[config.mk]
export PLATFORM = sky130hd
export DESIGN_NAME = ifu_instr_align
export DESIGN_NICKNAME = d
export VERILOG_FILES = /design/src/source/ifu_instr_pkg.sv /design/src/source/ifu_bus_pkg.sv /design/src/source/ifu_instr_align.sv
export SDC_FILE = /design/constraint.sdc
export NUM_CORES = 1
export LEC_CHECK = 0
export BUFFER_PORTS_ARGS = -buffer_cell sky130_fd_sc_hd__buf_2
export CAP_MARGIN = 5
export CORE_MARGIN = 8
export CORE_UTILIZATION = 40
export CTS_CLUSTER_SIZE = 8
export DETAILED_ROUTE_END_ITERATION = 8
export PLACE_DENSITY = 0.78
export RECOVER_POWER = 50
export SYNTH_ARGS = -nofsm -noshare
export SYNTH_HDL_FRONTEND = slang
export SYNTH_SLANG_ARGS = --single-unit
[constraint.sdc]
create_clock -name clk_i -period 5.3 [get_ports clk_i]
set_input_delay 1.06 -clock clk_i [delete_from_list [all_inputs] [get_ports clk_i]]
set_output_delay 1.06 -clock clk_i [all_outputs]
set_load 0.02 [all_outputs]
[src/source/ifu_instr_pkg.sv]
//////////////////////////////
// Instruction format package
// Instruction width, the encodings of the
// compressed test and the instruction kind
//////////////////////////////

package ifu_instr_pkg;

  // Full instruction width and one half-word
  localparam int unsigned INSTR_W = 32;
  localparam int unsigned HALF_W = 16;

  // Low two bits of a 32-bit instruction
  localparam logic [1:0] QUAD_FULL = 2'b11;

  // Address step per instruction kind
  localparam int unsigned STEP_COMPRESSED = 2;
  localparam int unsigned STEP_FULL = 4;

  typedef logic [INSTR_W-1:0] instr_t;

  // Size class of the instruction at the current address
  typedef enum logic {
    INSTR_COMPRESSED,
    INSTR_FULL
  } instr_kind_e;

endpackage

[src/source/ifu_bus_pkg.sv]
//////////////////////////////
// Prefetch memory bus package
// Widths of the fetch bus, the read depth
// and the requester state encoding
//////////////////////////////

package ifu_bus_pkg;

  // Address and data widths of the fetch bus
  localparam int unsigned ADDR_W = 32;
  localparam int unsigned WORD_W = 32;

  // Largest number of reads in flight
  localparam int unsigned NUM_REQS = 2;
  // One extra slot so a partly used word can wait for its upper half
  localparam int unsigned DEPTH = NUM_REQS + 1;
  // Width of the outstanding and drop counters
  localparam int unsigned CNT_W = $clog2(NUM_REQS + 1);

  typedef logic [ADDR_W-1:0] addr_t;
  typedef logic [WORD_W-1:0] word_t;

  // Requester state
  typedef enum logic [1:0] {
    FETCH_IDLE,
    FETCH_REQ,
    FETCH_FULL
  } fetch_state_e;

endpackage
[src/source/ifu_instr_align.sv]
//////////////////////////////
// Instruction aligner
// Builds one instruction per handshake from the two lowest
// slots or the bus bypass, in aligned or half-word aligned
// position, and tracks the instruction address
//////////////////////////////

`timescale 1ns/1ps

module ifu_instr_align import ifu_bus_pkg::*, ifu_instr_pkg::*; (
  input  logic        clk_i,
  input  logic        rst_ni,
  input  logic        clear_i,
  input  addr_t       branch_addr_i,
  input  logic        resp_valid_i,
  input  word_t       resp_rdata_i,
  input  logic        resp_err_i,
  input  logic [1:0]  slot_valid_i,
  input  word_t [1:0] slot_rdata_i,
  input  logic [1:0]  slot_err_i,
  input  logic        instr_ready_i,
  output logic        pop_o,
  output logic        instr_valid_o,
  output addr_t       instr_addr_o,
  output addr_t       instr_addr_next_o,
  output instr_t      instr_rdata_o,
  output logic        instr_err_o,
  output logic        instr_err_plus2_o
);

  word_t       rdata, rdata_unaligned;
  logic        err, err_unaligned, err_plus2;
  logic        valid, valid_unaligned;
  logic        aligned_is_compressed, unaligned_is_compressed;
  instr_kind_e kind;
  logic        handshake;
  addr_t       addr_q, addr_d, addr_next;

  //////////////////////////////
  // Source selection
  //////////////////////////////

  // Slot 0 first, otherwise the response arriving this cycle
  assign rdata = slot_valid_i[0] ? slot_rdata_i[0] : resp_rdata_i;
  assign err   = slot_valid_i[0] ? slot_err_i[0] : resp_err_i;
  assign valid = slot_valid_i[0] | resp_valid_i;

  // Upper half of the source word, then the lower half of the next word
  assign rdata_unaligned = slot_valid_i[1] ?
      {slot_rdata_i[1][HALF_W-1:0], rdata[WORD_W-1:HALF_W]} :
      {resp_rdata_i[HALF_W-1:0], rdata[WORD_W-1:HALF_W]};

  // Data is unknown under an error, so the compressed test needs it clear
  assign aligned_is_compressed   = (rdata[1:0] != QUAD_FULL) & ~err;
  assign unaligned_is_compressed = (rdata[HALF_W+1:HALF_W] != QUAD_FULL) & ~err;

  // Second word only counts when the instruction reaches into it
  always_comb begin
    if (slot_valid_i[1]) begin
      err_unaligned = slot_err_i[0] | (slot_err_i[1] & ~unaligned_is_compressed);
    end else begin
      err_unaligned = (slot_valid_i[0] & slot_err_i[0]) |
                      (resp_err_i & (~slot_valid_i[0] | ~unaligned_is_compressed));
    end
  end

  // Error that belongs only to the upper half of a split instruction
  always_comb begin
    if (slot_valid_i[1]) begin
      err_plus2 = slot_err_i[1] & ~slot_err_i[0];
    end else begin
      err_plus2 = resp_err_i & slot_valid_i[0] & ~slot_err_i[0];
    end
    err_plus2 = err_plus2 & ~unaligned_is_compressed;
  end

  // Split full instruction needs both words present
  assign valid_unaligned = slot_valid_i[1] | (slot_valid_i[0] & resp_valid_i);

  //////////////////////////////
  // Output forming
  //////////////////////////////

  always_comb begin
    if (addr_q[1]) begin
      kind = unaligned_is_compressed ? INSTR_COMPRESSED : INSTR_FULL;
    end else begin
      kind = aligned_is_compressed ? INSTR_COMPRESSED : INSTR_FULL;
    end
  end

  always_comb begin
    if (addr_q[1]) begin
      instr_rdata_o     = rdata_unaligned;
      instr_err_o       = err_unaligned;
      instr_err_plus2_o = err_plus2;
      instr_valid_o     = (kind == INSTR_FULL) ? valid_unaligned : valid;
    end else begin
      instr_rdata_o     = rdata;
      instr_err_o       = err;
      instr_err_plus2_o = 1'b0;
      instr_valid_o     = valid;
    end
    // Nothing from the old stream leaves during a branch
    instr_valid_o = instr_valid_o & ~clear_i;
  end

  assign handshake = instr_valid_o & instr_ready_i;

  // Word is used up by a full aligned instruction or any unaligned one
  assign pop_o = handshake & ((kind == INSTR_FULL) | addr_q[1]);

  //////////////////////////////
  // Instruction address
  //////////////////////////////

  assign addr_next = addr_q + ((kind == INSTR_COMPRESSED) ?
                               addr_t'(STEP_COMPRESSED) : addr_t'(STEP_FULL));

  // Addresses are half-word aligned, bit 0 is dropped
  assign addr_d = clear_i ? (branch_addr_i & ~addr_t'(1)) : addr_next;

  always_ff @(posedge clk_i or negedge rst_ni) begin
    if (!rst_ni) begin
      addr_q <= '0;
    end else if (clear_i || handshake) begin
      addr_q <= addr_d;
    end
  end

  assign instr_addr_o      = addr_q;
  assign instr_addr_next_o = addr_next;

endmodule

* Word level (Yosys, flattened, before mapping)
Cells that the tools add are included.
Storage, ports and cells: logic and storage cells 44, register bits 32, output and inout bits 100
Operators by class: reduce and logical (&&, ||, !) cells 1, muxes and demuxes 15, bitwise operators 24, $add $sub $neg 1, eq/ne operators 2
Operators by type and width (count):
- 2-to-1 mux 32 bit | 4
- adder 32 x 3 -> 32 bit | 1
- bitwise AND 1 bit | 13
- 2-to-1 mux 1 bit | 10
- OR 1 bit | 6
- NOT 1 bit | 5
- inequality test 2 bit, second input constant | 2
- 2-to-1 mux 3 bit | 1
- logical OR 1 bit | 1

* Depth between registers and ports, before layout
word-level depth 10, gate-level depth with buffers 15, depth with buffers taken out 12

* Worst setup path after synthesis
Ideal clock, no wire load.
path type input-to-output, from input port slot_valid_i[0], to output port instr_addr_next_o[31], stages 12, arrival time 4.166 ns, data required time 4.240 ns, path slack 0.074 ns, cells stage by stage clkbuf_1 -> buf_1 -> mux2_2 -> nand2b_1 -> inv_1 -> ha_1 -> fa_1 -> and3_1 -> clkbuf_1 -> nand4_1 -> or4_4 -> xnor2_1
On the way: cells in the longest elaborated chain, start to end 7
Ends and longest elaborated chain:
- start: declaration | RTL line ifu_instr_align.sv:18 | input logic [1:0] slot_valid_i,
- 2-to-1 mux 32 bit / 2-to-1 mux 1 bit (equally long branches) | RTL line ifu_instr_align.sv:44, ifu_instr_align.sv:45
- inequality test 2 bit, or another cell as far along | RTL line ifu_instr_align.sv:54 | assign aligned_is_compressed = (rdata[1:0] != QUAD_FULL) & ~err;
- bitwise AND 1 bit, on equally long branches | RTL line ifu_instr_align.sv:54, ifu_instr_align.sv:55
- 2-to-1 mux 1 bit, on equally long branches | RTL line ifu_instr_align.sv:88, ifu_instr_align.sv:86
- 2-to-1 mux 1 bit (*) | RTL line ifu_instr_align.sv:85 | if (addr_q[1]) begin
- 2-to-1 mux 3 bit (*) | RTL line ifu_instr_align.sv:117 | assign addr_next = addr_q + ((kind == INSTR_COMPRESSED) ?
- adder 32 x 3 -> 32 bit (*) | RTL line ifu_instr_align.sv:117
- end: declaration | RTL line ifu_instr_align.sv:25 | output addr_t instr_addr_next_o,
Mark *: on every way between the ends. The rest lies on a longest branch, timed or not.

* Worst setup path after layout
from input port slot_valid_i[0], to output port instr_addr_next_o[29]
Same word-level chain as after synthesis.

==> results.cfg <==
[final_layout]
fin_util_pct = 55.63
final.fill_count = 823
drive_gt1_share_pct = 36.12
largest_reg_flops = 31
synthToLayoutAreaGrowth_pct = 35.25
nets = 750
antenna_cells = 0
finalNonFillerCells = 714

[flow_run]
drv_cap = 2

[sta]
hold_ws_ps = 621.8
fmax_ghz = 0.2008
worst_pin_slew_ps = 1781
hold_viol_final = 0
rsz0062_at_grt = no
slew_headroom_pct = -18.76
fin_worst_skew_ps = 5.814
fin_crit_ps = 4980
setup_viol = 0
period_share_pct = 93.97
maxSlewViolCount = 56
tns_ps = 0

[cts]
numCtsBuffers = 5
clock-sinks = 31
cts_hold_buffers = 0
cts-root-buf = clkbuf_8
clkSlewWorstSetupHoldPaths_ps = 70
cts_htree_levels = 2
cts_resized = 0
post_cts_buffers = 0
cts_tree = done
clock_path_buffers = 2
clock_latency_ps = 280

[logic_synthesis]
syn_area_per_cell_um2 = 8.283
yosysSeqAreaShare_pct = 22.95
synth_adder_area_share_pct = 1.333
synthesis.instances = 408
yosys.area_share.simple_pct = 24.25
ys.flop_type = dfrtp_1
synth_compound_area_share_pct = 19.29
synthMuxAreaShare_pct = 16.96
synth-seq-cells = 31
synth_top_family_by_area = simple AND/OR/NAND/NOR gates
synth_enable_flop_cells = 0
synthesis.area_mm2 = 0.003379
async_flop_share_pct = 100.0
synthXorXnorAreaFrac_pct = 10.37
ys_types = 46
yosysWarnings = 0

[worst_setup_path]
cp.arrival_ps = 3920
crit_path_end_kind = output pin
r2r_slack_ps = 1560
worstPathMaxFanout = 20
rr_worst_depth = 8
worstSetupStartpointType = input port
crit_type = in -> out
critPathRequiredTime_ps = 4240
r2r_start = instr_addr_o[1]$_DFFE_PN0P_
rr_endpoint = instr_addr_o[8]$_DFFE_PN0P_

[global_routing]
grt_pass1_wl_um = 20350
grt_antenna_before_repair = 0
grt_overflow_total = 0
met1_usage_pct = 24.65
grt_util_met2_pct = 38.90
grt_util_met3_pct = 5.210
grt_max_degree = 58
grt_use_total_pct = 21.45
grt_busiest_layer = met2
grt_pass1_vias = 3973

[place]
hpwl_um = 10720
gp_congestion = 0.8967
portBuffers = 218
placed_cells = 707

[power]
leakage_nw = 2.014
ir_worst_vdd_mv = 0.1282
p_per_area_mw_per_mm2 = 224.4

[route]
drt-initial-drc-count = 197
drtPass1Iterations = 4
vias = 3968
drc = 0
vias_per_cell = 5.557
detail-route-antenna-nets = 0
wl_per_cell_um = 18.46
wl_um = 13180

[status]
failed_checks = max-capacitance violations, max-slew violations
outcome = complete, but fails checks

[worst_hold_path]
holdPathEnd = instr_addr_o[31]$_DFFE_PN0P_
worstHoldStart = instr_addr_o[31]$_DFFE_PN0P_
min_path_cells = 2
hold_path.class = reg -> reg

[floorplanning]
die_h_um = 107.9
num_rows = 33
ioPinCount = 238
initial_core_util_pct = 41.13
core_mm2 = 0.008217
die_w_um = 107.9
die_area_mm2 = 0.01165
layout make-up:
| type | count | area (um2) | share of cell area (%) |
|---|---|---|---|
| clock buffer | 6 | 82.58 | 1.807 |
| clock inverter | 1 | 5.005 | 0.1095 |
| inverter | 8 | 30.03 | 0.6570 |
| multi-input combinational | 338 | 2455 | 53.71 |
| sequential | 31 | 777.0 | 17.00 |
| tap | 105 | 131.4 | 2.874 |
| timing repair buffer | 225 | 1090 | 23.84 |
Yosys cell counts (2+ instances only):
cell type | count | share of area [%]
nor3_1 | 6 | 0.89
o21ai_0 | 25 | 3.7
dfrtp_1 | 31 | 23
buf_1 | 5 | 0.56
nand2b_1 | 2 | 0.37
xnor2_1 | 34 | 8.8
buf_4 | 2 | 0.44
a22oi_1 | 4 | 0.89
nor2_1 | 23 | 2.6
a2111oi_0 | 2 | 0.52
buf_2 | 2 | 0.30
o31ai_1 | 3 | 0.67
nor2b_1 | 20 | 3.7
a21o_1 | 6 | 1.3
or3_1 | 9 | 1.7
and3_1 | 5 | 0.93
a31oi_1 | 14 | 2.6
mux2i_1 | 19 | 5.6
inv_1 | 7 | 0.78
or4_1 | 8 | 1.8
mux2_2 | 2 | 0.67
ha_1 | 2 | 0.74
mux4_2 | 16 | 11
nand3_1 | 25 | 3.7
xor2_1 | 6 | 1.6
nand2_1 | 35 | 3.9
and4_1 | 4 | 1.0
nor4_1 | 3 | 0.56
or4_4 | 2 | 0.67
clkbuf_1 | 23 | 2.6
a211oi_1 | 25 | 5.6
nand4_1 | 4 | 0.74
a21oi_1 | 21 | 3.1
power breakdown:
| part | switching [mW] | total [mW] | internal [mW] |
|---|---|---|---|
| clock | 0.0917 | 0.194 | 0.102 |
| combinational | 0.326 | 0.525 | 0.199 |
| sequential | 0.0455 | 0.307 | 0.261 |
| total | 0.463 | 1.03 | 0.562 |
kinds of logic (layout without fill, tap and decap cells):
kind of cell	count (synthesis)	in the layout
and+or+nand+nor	152	152
AOI/OAI and AO/OA	104	104
xor gates and xnor gates	40	40
buffers and inverters	40	240
muxes	37	37
DFF	31	31
adders and majority gates	3	3
other	1	2
per-stage QoR:
step / instance area [um2] / power (mW) / setup slack (ps)
global route: 4571 / 1.089 / 125.6
global placement: 4537 / 0.8352 / 366.9
floorplan: 3383 / 0.6434 / 73.93
detailed placement: 4537 / 0.8469 / 316.4
CTS: 4624 / 1.042 / 308.9
finish: 4571 / 1.026 / 319.8
per-layer routing:
metal  vias up  wire (um)
li1       1924          -
met1      1859       5209
met2       169       6722
met3        16       1092
met4         0        159
met5         -          0
worst max-delay path by stage:
stage	start	slack, ps	end	cells past startpoint
3_3_place_gp	slot_valid_i[0]	370	instr_addr_next_o[29]	12
4_1_cts	slot_valid_i[0]	310	instr_addr_next_o[29]	12
6_report	slot_valid_i[0]	320	instr_addr_next_o[29]	12
5_1_grt	slot_valid_i[0]	130	instr_addr_next_o[29]	12
3_5_place_dp	slot_valid_i[0]	320	instr_addr_next_o[29]	12
2_1_floorplan	slot_valid_i[0]	70	instr_addr_next_o[31]	12
critical path, cell delays in order:
cell and delay [ps]:
buf_2 300, mux2_2 400, nand2b_1 210, inv_1 80, ha_1 190, fa_1 260, and3_1 300, nand4_1 190
buf_4 200, nor3_1 380, xnor2_1 170, buf_2 190
cells in the final DEF (no fill, tap or decap), types with 9 or more instances in the layout:
cell / count
nor2b_1: 20
a31oi_1: 14
buf_2: 181
a211oi_1: 25
or3_1: 9
mux4_2: 16
mux2i_1: 19
a21oi_1: 21
nand2_1: 35
nor2_1: 23
dfrtp_1: 30
nand3_1: 25
clkbuf_1: 39
o21ai_0: 25
xnor2_1: 34
Power figures use the tool's default switching activity.
