### src/source/ifu_bus_pkg.sv
//////////////////////////////
// Prefetch memory bus package
// Widths of the fetch bus, the read depth
// and the requester state encoding
//////////////////////////////

package ifu_bus_pkg;

  // Address and data widths of the fetch bus
  localparam int unsigned ADDR_W = 32;
  localparam int unsigned WORD_W = 32;

  // Largest number of reads in flight
  localparam int unsigned NUM_REQS = 2;
  // One extra slot so a partly used word can wait for its upper half
  localparam int unsigned DEPTH = NUM_REQS + 1;
  // Width of the outstanding and drop counters
  localparam int unsigned CNT_W = $clog2(NUM_REQS + 1);

  typedef logic [ADDR_W-1:0] addr_t;
  typedef logic [WORD_W-1:0] word_t;

  // Requester state
  typedef enum logic [1:0] {
    FETCH_IDLE,
    FETCH_REQ,
    FETCH_FULL
  } fetch_state_e;

endpackage
### src/source/ifu_fifo_slot.sv
//////////////////////////////
// Prefetch FIFO slot
// Holds one fetched word with its error bit,
// takes a push or shifts down from above
//////////////////////////////

`timescale 1ns/1ps

module ifu_fifo_slot import ifu_bus_pkg::*; (
  input  logic  clk_i,
  input  logic  rst_ni,
  input  logic  clear_i,
  input  logic  pop_i,
  input  logic  push_i,
  input  word_t in_rdata_i,
  input  logic  in_err_i,
  input  logic  lower_valid_i,
  input  logic  upper_valid_i,
  input  logic  upper_pushed_i,
  input  word_t upper_rdata_i,
  input  logic  upper_err_i,
  output logic  valid_o,
  output logic  pushed_o,
  output word_t rdata_o,
  output logic  err_o
);

  logic  valid_q, valid_d;
  logic  push_ok;
  logic  data_en;
  word_t rdata_q, rdata_d;
  logic  err_q, err_d;

  // A slot only fills above a valid neighbour, keeping the array contiguous
  assign push_ok = push_i & lower_valid_i;

  // Valid after this cycle's push, before any shift
  assign pushed_o = valid_q | push_ok;

  // Pop shifts the upper contents down, clear wins over everything
  assign valid_d = (pop_i ? upper_pushed_i : pushed_o) & ~clear_i;

  // Load on a shift from above or on a push that stays here
  assign data_en = (pop_i & upper_pushed_i) | (push_ok & ~pop_i);

  // Upper neighbour if it held data, else the word coming from the bus
  assign rdata_d = upper_valid_i ? upper_rdata_i : in_rdata_i;
  assign err_d   = upper_valid_i ? upper_err_i : in_err_i;

  always_ff @(posedge clk_i or negedge rst_ni) begin
    if (!rst_ni) begin
      valid_q <= 1'b0;
    end else begin
      valid_q <= valid_d;
    end
  end

  always_ff @(posedge clk_i) begin
    if (data_en) begin
      rdata_q <= rdata_d;
      err_q   <= err_d;
    end
  end

  assign valid_o = valid_q;
  assign rdata_o = rdata_q;
  assign err_o   = err_q;

endmodule

### config.mk
export PLATFORM = sky130hd
export DESIGN_NAME = ifu_fifo_slot
export DESIGN_NICKNAME = d
export VERILOG_FILES = /design/src/source/ifu_bus_pkg.sv /design/src/source/ifu_fifo_slot.sv
export SDC_FILE = /design/constraint.sdc
export NUM_CORES = 1
export LEC_CHECK = 0
export ABC_AREA = 1
export BUFFER_PORTS_ARGS = -buffer_cell sky130_fd_sc_hd__buf_2
export CORE_MARGIN = 2
export CORE_UTILIZATION = 41
export DETAILED_ROUTE_END_ITERATION = 7
export PLACE_DENSITY = 0.79
export RECOVER_POWER = 100
export SYNTH_ARGS = -nofsm -noshare
export SYNTH_HDL_FRONTEND = slang
export SYNTH_SLANG_ARGS = --single-unit
### constraint.sdc
create_clock -name clk_i -period 0.8 [get_ports clk_i]
set_input_delay 0.12 -clock clk_i [delete_from_list [all_inputs] [get_ports clk_i]]
set_output_delay 0.12 -clock clk_i [all_outputs]
set_load 0.005 [all_outputs]
## Word level (Yosys, flattened, before mapping)

Cells that the tools add are included.

- Register bits: 34
- Bits of input ports: 74
- Output and inout port bits: 35
- Word-level logic and storage cells: 14

- Muxes and demuxes: 3
- Bitwise gates (word level): 8

Operators with widths:

| operator | count |
|---|---|
| 2-to-1 mux 32 bit | 1 |
| bitwise AND 1 bit | 4 |
| 2-to-1 mux 1 bit | 2 |
| inverter 1 bit | 2 |
| OR 1 bit | 2 |

## Depth between registers and ports, before layout

Gate-level depths: netlist (run 1).

- Depth after elaboration: 4
- Mapped depth: 4
- Gate-level depth less buffers: 4

## Least setup slack after synthesis (run 1)

Ideal clock, no wire load.

- Path type: input to register
- Start point: input push_i
- End point: register err_q (netlist: err_o), enable pin
- Library setup time: 0.469 ns
- Arrival: 2.531 ns
- Data required time: 0.331 ns
- Setup slack: -2.200 ns
- Cell stages on the path: 2
- Buffers on the path: 0
- Cell sequence: nand2_1 > o21ai_0

- Cells in the longest elaborated chain, start to end: 3

Ends and longest elaborated chain:

| item | line | text |
|---|---|---|
| start, declared | ifu_fifo_slot.sv:14 | `input logic push_i,` |
| bitwise AND 1 bit | ifu_fifo_slot.sv:35 | `assign push_ok = push_i & lower_valid_i;` |
| bitwise AND 1 bit | ifu_fifo_slot.sv:44 | `assign data_en = (pop_i & upper_pushed_i) \| (push_ok & ~pop_i);` |
| OR 1 bit | ifu_fifo_slot.sv:44 |  |
| via data_en | ifu_fifo_slot.sv:30 | `logic data_en;` |
| end signal, assigned | ifu_fifo_slot.sv:61 | `err_q <= err_d;` |
| end, declared | ifu_fifo_slot.sv:32 | `logic err_q, err_d;` |

The timed path passes the listed nets, and every way through them passes these cells.
A chain may end at the register's enable or synchronous reset.

## Worst setup path in the final report (run 1)

- Start point: register valid_q (netlist: valid_o)
- End point: output pushed_o

- Cells in the longest elaborated chain, start to end: 1

Ends and longest elaborated chain:

| item | line | text |
|---|---|---|
| start, declared | ifu_fifo_slot.sv:28 | `logic valid_q, valid_d;` |
| start signal, assigned | ifu_fifo_slot.sv:54 | `valid_q <= valid_d;` |
| OR 1 bit | ifu_fifo_slot.sv:38 | `assign pushed_o = valid_q \| push_ok;` |
| end, declared | ifu_fifo_slot.sv:23 | `output logic pushed_o,` |

Every way passes these cells.

==> metrics, run 1 <==
vias in the first global route 1091; drt drc 0; period utilisation layout 1.27; Place WS -0.286 ns; slowest stage delay, CP 0.38 ns; post-synth top area cell edfxtp_1; Sw Ratio 0.224; Syn. warnings 0; Worst EP required 0.68 ns; largest net degree at the start of global routing 20; Reg area 1020 sq um; failing checks setup timing; Post-Place Cells 235; Pleak 1.13 nW; hold path cells 3; Num CTS Buffers 5; Reg2Reg Depth 5; startpoint types flop; critical-path cell list inv_1 > nand2_1 > buf_2; CP max stage cell dfrtp_1; Synth area leaders edfxtp_1, mux2_4, buf_12, mux2_2, dfrtp_1; status complete, but fails checks; clk sink count 34; Syn Inst Count 79; Site Rows 22; #FFs+latches synth 34; Worst Max-Slew Pin Slew 0.244 ns; num ports 109; syn avg cell area 20.3 sq um; Remaining Overflow, GRT 0; total track usage 0.161; Async S/R FF share, synth 0.0294; Critical R2R Launch valid_o; Clk pin slew, worst setup/hold paths 0.07 ns; Post-DRT Antenna Nets 0; Setup Skew 0 ns; Cell Area, Synth 1600 sq um; Core Util, Final 0.633; Comb pwr share 0.188; Via density 4.48; Post-Syn Nets 153; synth unique cells 10; min Tclk post-route 1.01 ns; routed len/inst 14.3 microns; initial drt markers 57; area occupied by multi-input gates 536 sq um; nets 272; Pwr Density 1770 nW/um^2; setup ws final -0.212 ns; drt first pass iters 4; H-tree depth 2; Root Buffer clkbuf_8; initial core utilization 0.432; Port-buffer cells 108; setup tns final -3.89 ns; critical path depth in cells 3; Switch Pwr 0.000934 W; CP Class flop to output port; critical path startpoint valid_o; Max-cap violations 0; worst reg2reg setup slack -0.01 ns; Final Wtd Congestion 0.712; fmax 0.988 GHz; count leader, synth edfxtp_1; die area 4430 sq um; drt total wl 3.54 mm; Slew HR 0.838; Min-Delay Path Class input pin to flop; Main synth FF type edfxtp_1; Reg power frac 0.530; Crit Reg-Reg Endpoint valid_o; Int Pwr 0.00324 W; via count 1107; initial antenna violation count 0; CP delay by family, top flip-flops; area delta synth->final 46.6%; Final Hold Fails 0; first-pass GRT wire length 4.97 mm; Setup crit end pushed_o; CP Buf/Inv Count 2; CP Max Fanout 2; Clock Path Buffers 2; chip height 66.6 microns; Clock power frac 0.282; WP data arrival 0.89 ns; Yosys top cell area share 0.618; pins over their slew limit 0; RSZ-0062 raised after global routing true; worst hold slack 0.116 ns; fillers 304; Antenna diodes 0; worst-skew pair later-pin latency 0.28 ns; VDD IR-drop max 0.000928 V; core area 3720 sq um; final setup fails 59; top cells by count, synth edfxtp_1, mux2_4, nand2_1; die width 66.6 microns; CTS tree yes; number of synthesized flops with an enable pin 33; Worst Setup End Kind output port; final std cells w/o fill 247; share of layout cells above drive strength 1 0.784; sequential fraction of the synthesis area 0.633
layer usage:
metal	global-route usage	up-vias	part of all wire
met5	0	-	0
met4	0.107	0	0.029
met3	0.0338	10	0.053
met2	0.306	44	0.58
met1	0.151	513	0.33
li1	-	540	-
logic make-up after synthesis:
family	after synthesis	synth area share
AO/OA/AOI/OAI	2	0.00623
buffers and inverters	6	0.0491
flip-flops	34	0.633
multiplexers	33	0.302
AND/OR/NAND/NOR	4	0.00936
worst min-delay path: cells and delay by family:
family | cells | cell delay (ns)
AOI/OAI and AO/OA | 1 | 0.06
buffers and inverters | 1 | 0.10
and+or+nand+nor | 1 | 0.09
power groups by stage:
stage	logic (W)	clock network, W	registers [W]
after CTS	0.000798	0.00120	0.00221
after detailed placement	0.000790	0	0.00225
after floorplan	0.000341	0	0.00228
final	0.000786	0.00118	0.00221
after global routing	0.000847	0.00128	0.00223
after global placement	0.000766	0	0.00224
area by class of cell:
cell class                 instances  share of cell area
clock inverter                     3             0.00479
sequential                        34               0.432
timing repair buffer             116               0.277
inverter                           2             0.00319
clock buffer                       5              0.0293
multi-input combinational         39               0.228
tap                               48              0.0255
metrics by stage:
step / cell area (sq um) / power, W
floorplan: 1640 / 0.00262
global placement: 2240 / 0.00301
detailed placement: 2240 / 0.00304
CTS: 2340 / 0.00421
global route: 2350 / 0.00436
finish: 2350 / 0.00417
layout by cell type, fill, tap and decap left out:
cell type / instances
buf_4: 2
clkbuf_2: 1
dlygate4sd3_1: 2
o21ai_2: 1
mux2_2: 3
clkbuf_16: 1
clkbuf_8: 5
nand2_1: 2
a21oi_2: 1
inv_1: 2
nand2_2: 1
nand2_8: 1
buf_2: 107
dfrtp_1: 1
buf_12: 2
clkinv_1: 3
mux2_4: 30
edfxtp_1: 33
buf_6: 1
state kept, by name (all words and copies together) (netlist names):
name,count
err_o,1
valid_o,1
rdata_o,32
worst min-delay path by stage:
stage	start	to	slack [ns]
6_report	upper_pushed_i	valid_o	0.12
5_1_grt	upper_pushed_i	valid_o	0.12
3_5_place_dp	rst_ni	valid_o	-0.10
3_3_place_gp	rst_ni	valid_o	-0.11
2_1_floorplan	rst_ni	valid_o	-0.18
4_1_cts	rst_ni	valid_o	0.12
repair_timing:
action | CTS | global route
hold buffers | 2 | 0
resized for setup | 0 | 3
buffers inserted | 0 | 1
cloned | 0 | 1
hold endpoints to repair | 2 | 0
pin swaps | 1 | 1
endpoints found under the setup margin | 35 | 39
Note: power is estimated with default switching activity, not from simulation.
==> inputs of run 2 (changes only) <==
--- a/config.mk
+++ b/config.mk
@@ -12,6 +12,7 @@
 export DETAILED_ROUTE_END_ITERATION = 7
 export PLACE_DENSITY = 0.79
 export RECOVER_POWER = 100
+export SKIP_CTS_REPAIR_TIMING = 1
 export SYNTH_ARGS = -nofsm -noshare
 export SYNTH_HDL_FRONTEND = slang
 export SYNTH_SLANG_ARGS = --single-unit
==> run 2 against run 1 <==
The run still ends with setup timing left. Setup slack gained 0.0079 ns. Critical endpoint unchanged. Via count shrank 0.27%. Combinational power about the same. Total power is 0.44% lower. Largest cell class unchanged. Routed wire length increased by 0.68%. Fmax rose by 0.79%.
==> metrics, run 2 (synthesis results as in run 1) <==
area delta synth->final 46.6% (unchanged); Final Wtd Congestion 0.712 (unchanged); Final Hold Fails 0 (unchanged); initial antenna violation count 0 (unchanged); chip height 66.6 microns (unchanged); final setup fails 65 (was 59); CTS tree yes (unchanged); CP Max Fanout 2 (unchanged); max reg flops 32 (unchanged); nets 272 (unchanged); dpl cell area 2240 sq um (unchanged); initial drt markers 54 (was 57); Site Rows 22 (unchanged); period utilisation layout 1.26 (was 1.27); min Tclk post-route 1.00 ns (was 1.01 ns); fmax 0.996 GHz (was 0.988 GHz); worst-skew pair later-pin latency 0.28 ns (about the same); RSZ-0062 raised after global routing true (unchanged); most frequent cells in the layout buf_2, edfxtp_1, mux2_4 (unchanged); Port-buffer cells 108 (unchanged); Setup Skew 0 ns (unchanged); routed len/inst 14.4 microns (was 14.3 microns); CP max stage cell dfrtp_1 (unchanged); Pwr Total 0.00415 W (was 0.00417 W); VDD IR-drop max 0.000929 V (was 0.000928 V); Via density 4.47 (was 4.48); share of layout cells above drive strength 1 0.784 (unchanged); fillers 305 (was 304); worst hold slack 0.122 ns (was 0.116 ns); most common cell after layout, fill and taps aside buf_2 (unchanged); drt first pass iters 2 (was 4); pins over their slew limit 0 (unchanged); first-pass GRT wire length 4.91 mm (was 4.97 mm); critical-path cell list inv_1 > nand2_1 > buf_2 (unchanged); Pwr Density 1770 nW/um^2 (about the same); clk sink count 34 (unchanged); Remaining Overflow, GRT 0 (unchanged); total track usage 0.159 (was 0.161); Slew HR 0.838 (about the same); Post-DRT Antenna Nets 0 (unchanged); CP delay by family, top flip-flops (unchanged); Num CTS Buffers 5 (unchanged); Root Buffer clkbuf_8 (unchanged); Worst Max-Slew Pin Slew 0.243 ns (was 0.244 ns); largest net degree at the start of global routing 20 (unchanged); H-tree depth 2 (unchanged); drt total wl 3.56 mm (was 3.54 mm); drt drc 0 (unchanged); die area 4430 sq um (unchanged); num ports 109 (unchanged); failing checks setup timing (unchanged); Clock Path Buffers 2 (unchanged); setup tns final -3.83 ns (was -3.89 ns); initial core utilization 0.432 (unchanged); Worst Setup End Kind output port (unchanged); status complete, but fails checks (unchanged); die width 66.6 microns (unchanged); core area 3720 sq um (unchanged); setup ws final -0.204 ns (was -0.212 ns); Max-cap violations 0 (unchanged); Clk pin slew, worst setup/hold paths 0.06 ns (was 0.07 ns); WP data arrival 0.88 ns (was 0.89 ns); via count 1104 (was 1107); slowest stage delay, CP 0.38 ns (about the same); CP Class flop to output port (unchanged); startpoint types flop (unchanged); Antenna diodes 0 (unchanged); Pleak 1.13 nW (about the same); vias in the first global route 1075 (was 1091); Worst EP required 0.68 ns (about the same); Core Util, Final 0.633 (unchanged); design area 2350 sq um (unchanged); Min-Delay Path Class input pin to flop (unchanged); CP Buf/Inv Count 2 (unchanged)
-- run 2: power breakdown --
group | total (W) | leakage (nW) | internal (W) | switching, W
Combinational | 0.000787 | 0.766 | 0.000487 | 0.000300
Clock | 0.00116 | 0.0407 | 0.000580 | 0.000576
Sequential | 0.00221 | 0.328 | 0.00217 | 0.0000387
Total | 0.00415 | 1.13 | 0.00324 | 0.000915
-- run 2: worst reg2reg max path, cell delays in order (launching register included) --
cell and delay (ns):
dfrtp_1 0.38, inv_1 0.05, nand2_1 0.06, buf_4 0.13, nand2_2 0.05, a21oi_2 0.04
-- run 2: layout make-up --
class	count	area, sq um	area share
timing repair buffer	116	652	0.277
clock buffer	5	68.8	0.0293
multi-input combinational	39	536	0.228
tap	48	60.1	0.0255
inverter	2	7.51	0.00319
sequential	34	1020	0.432
clock inverter	3	11.3	0.00479
-- run 2: worst paths after layout --
check / from / end / slack, ns / cells past startpoint
hold reg to reg: valid_o / valid_o / 0.72 / 5
hold / removal: upper_pushed_i / valid_o / 0.12 / 3
min in group asynchronous: rst_ni / valid_o / 0.13 / 2
setup / recovery: valid_o / pushed_o / -0.20 / 3
max in group asynchronous: rst_ni / valid_o / 0.59 / 2
setup reg to reg: valid_o / valid_o / -0.01 / 5
-- run 2: through the flow --
step	worst slack, ns	instances
after CTS	-0.217	243
after floorplan	-0.356	79
after global routing	-0.276	247
after global placement	-0.263	235
after detailed placement	-0.286	235
final	-0.204	247
-- run 2: per-layer routing --
metal / part of all wire / global-route usage
met1: 0.33 / 0.152
met2: 0.60 / 0.299
met3: 0.050 / 0.0338
met4: 0.024 / 0.107
met5: 0 / 0
==> inputs of run 3 (changes only) <==
==> constraint.sdc (replaced) <==
create_clock -name clk_i -period 0.8 [get_ports clk_i]
set_input_delay 0.12 -clock clk_i [delete_from_list [all_inputs] [get_ports clk_i]]
set_output_delay 0.12 -clock clk_i [all_outputs]
set_load 0.02 [all_outputs]
==> run 3 against run 2 <==
The run still ends with setup timing left. Largest power group unchanged. Critical path type unchanged. Largest cell class unchanged. Global-route usage unchanged. Utilization up 4.3 points. Clock power about the same. Flip-flop and latch count stayed put. Critical endpoint unchanged.
==> metrics, run 3 (synthesis results as in run 1) <==
status complete, but fails checks (unchanged); failing checks setup timing (unchanged); CTS tree yes (unchanged); Num CTS Buffers 5 (unchanged); Port-buffer cells 108 (unchanged); total track usage 0.159 (unchanged); worst-case hold path end point valid_o (unchanged); Worst Max-Slew Pin Slew 0.244 ns (was 0.243 ns); Final Hold Fails 0 (unchanged); max reg flops 32 (unchanged); routed len/inst 14.9 microns (was 14.4 microns); share of layout cells above drive strength 1 0.794 (was 0.784); critical-path cell list inv_2 > nand2_2 > buf_6 (was inv_1 > nand2_1 > buf_2); CP max stage cell dfrtp_1 (unchanged); Pleak 1.19 nW (was 1.13 nW); Root Buffer clkbuf_8 (unchanged); Post-Place Cells 235 (unchanged); Crit Reg-Reg Endpoint valid_o (unchanged); core area 3720 sq um (unchanged); worst reg2reg setup slack -0.02 ns (was -0.01 ns); worst-skew pair later-pin latency 0.28 ns (about the same); Final Wtd Congestion 0.712 (unchanged); VDD IR-drop max 0.000945 V (was 0.000929 V); initial antenna violation count 0 (unchanged); initial drt markers 54 (unchanged); clk sink count 34 (unchanged); fmax 0.979 GHz (was 0.996 GHz); Sw Ratio 0.254 (was 0.220); final std cells w/o fill 247 (unchanged); CP Class flop to output port (unchanged); Pwr Density 1810 nW/um^2 (was 1770 nW/um^2); Place WS -0.286 ns (unchanged); Slew HR 0.837 (was 0.838); Reg2Reg Depth 5 (unchanged); via count 1097 (was 1104); startpoint types flop (unchanged); Clock Path Buffers 2 (unchanged); final setup fails 62 (was 65); vias in the first global route 1075 (unchanged); drt total wl 3.68 mm (was 3.56 mm); hold path cells 3 (unchanged); Post-DRT Antenna Nets 0 (unchanged); WP data arrival 0.90 ns (was 0.88 ns); drt drc 0 (unchanged); Min-Delay Path Class input pin to flop (unchanged); Clk pin slew, worst setup/hold paths 0.06 ns (about the same); Remaining Overflow, GRT 0 (unchanged); setup ws final -0.221 ns (was -0.204 ns); nets 272 (unchanged); die width 66.6 microns (unchanged); num ports 109 (unchanged); hold_sp upper_pushed_i (unchanged); period utilisation layout 1.28 (was 1.26); Critical R2R Launch valid_o (unchanged); min Tclk post-route 1.02 ns (was 1.00 ns); Switch Pwr 0.00116 W (was 0.000915 W); chip height 66.6 microns (unchanged); Worst Setup End Kind output port (unchanged); area delta synth->final 56.5% (was 46.6%); most frequent cells in the layout buf_2, edfxtp_1, mux2_4 (unchanged); Int Pwr 0.00339 W (was 0.00324 W); Via density 4.44 (was 4.47); Reg power frac 0.493 (was 0.532); most common cell after layout, fill and taps aside buf_2 (unchanged); Worst EP required 0.68 ns (about the same); pins over their slew limit 0 (unchanged); first-pass GRT wire length 4.91 mm (unchanged); Max-cap violations 0 (unchanged); RSZ-0062 raised after global routing true (unchanged); initial core utilization 0.432 (unchanged); drt first pass iters 2 (unchanged); Comb pwr share 0.253 (was 0.189); CP Max Fanout 2 (unchanged); Antenna diodes 0 (unchanged); Clock power frac 0.254 (was 0.279); die area 4430 sq um (unchanged); H-tree depth 2 (unchanged); Setup Skew 0 ns (unchanged); Pwr Total 0.00455 W (was 0.00415 W); slowest stage delay, CP 0.39 ns (was 0.38 ns); largest net degree at the start of global routing 20 (unchanged); Site Rows 22 (unchanged)
==> run 3: cell types whose count changed in the layout (fill, tap and decap cells not counted) <==
cell      previous run  this run
buf_6                1        26
buf_2              106        82
clkbuf_2             2         1
inv_1                2         1
inv_2                0         1
nand2_1              2         1
nand2_2              1         2
==> run 3: how the worst max path moves through the flow <==
stage                       end          start  depth (start not counted)
finish                 pushed_o        valid_o                          3
global route           pushed_o        valid_o                          3
detailed placement   rdata_o[8]  upper_valid_i                          3
floorplan                 err_o         push_i                          2
CTS                    pushed_o        valid_o                          3
global placement    rdata_o[27]  upper_valid_i                          3
==> run 3: per-stage QoR <==
step | cell area [sq um] | setup TNS (ns) | utilization | hold WS (ns)
floorplan | 1640 | -15.39 | - | -0.176
global placement | 2240 | -14.59 | 0.603 | -0.105
detailed placement | 2240 | -15.48 | 0.603 | -0.104
CTS | 2320 | -4.87 | 0.625 | -0.409
global route | 2510 | -6.87 | 0.675 | 0.118
finish | 2510 | -5.12 | 0.675 | 0.121
==> run 3: routing by layer <==
| layer | wire length (microns) | global-route usage | vias up | part of all wire |
|---|---|---|---|---|
| met1 | 1230 | 0.152 | 512 | 0.33 |
| met5 | 0 | 0 | - | 0 |
| met4 | 87 | 0.107 | 0 | 0.024 |
| li1 | - | - | 539 | - |
| met3 | 163 | 0.0338 | 7 | 0.044 |
| met2 | 2200 | 0.299 | 39 | 0.60 |
==> run 3: final cells by class <==
type                    count  area, sq um
well taps                  48         60.1
flip-flops and latches     34         1020
repair buffers            116          808
inverters                   2         7.51
multi-input cells          39          538
fillers                   284         1210
clock buffers               5         68.8
clock inverters             3         11.3
==> run 3: critical path: cells and delay by family (launching register included) <==
family / cells / cell delay [ns]
buffers and inverters: 2 / 0.19
flip-flops: 1 / 0.39
AND/OR/NAND/NOR: 1 / 0.05
==> run 3: power by group through the flow <==
stage          Combinational, W  Sequential (W)  Clock, W
2_1_floorplan          0.000346         0.00250         0
3_3_place_gp           0.000976         0.00224         0
3_5_place_dp           0.000999         0.00225         0
4_1_cts                 0.00100         0.00221   0.00120
5_1_grt                 0.00121         0.00226   0.00128
6_report                0.00115         0.00224   0.00116
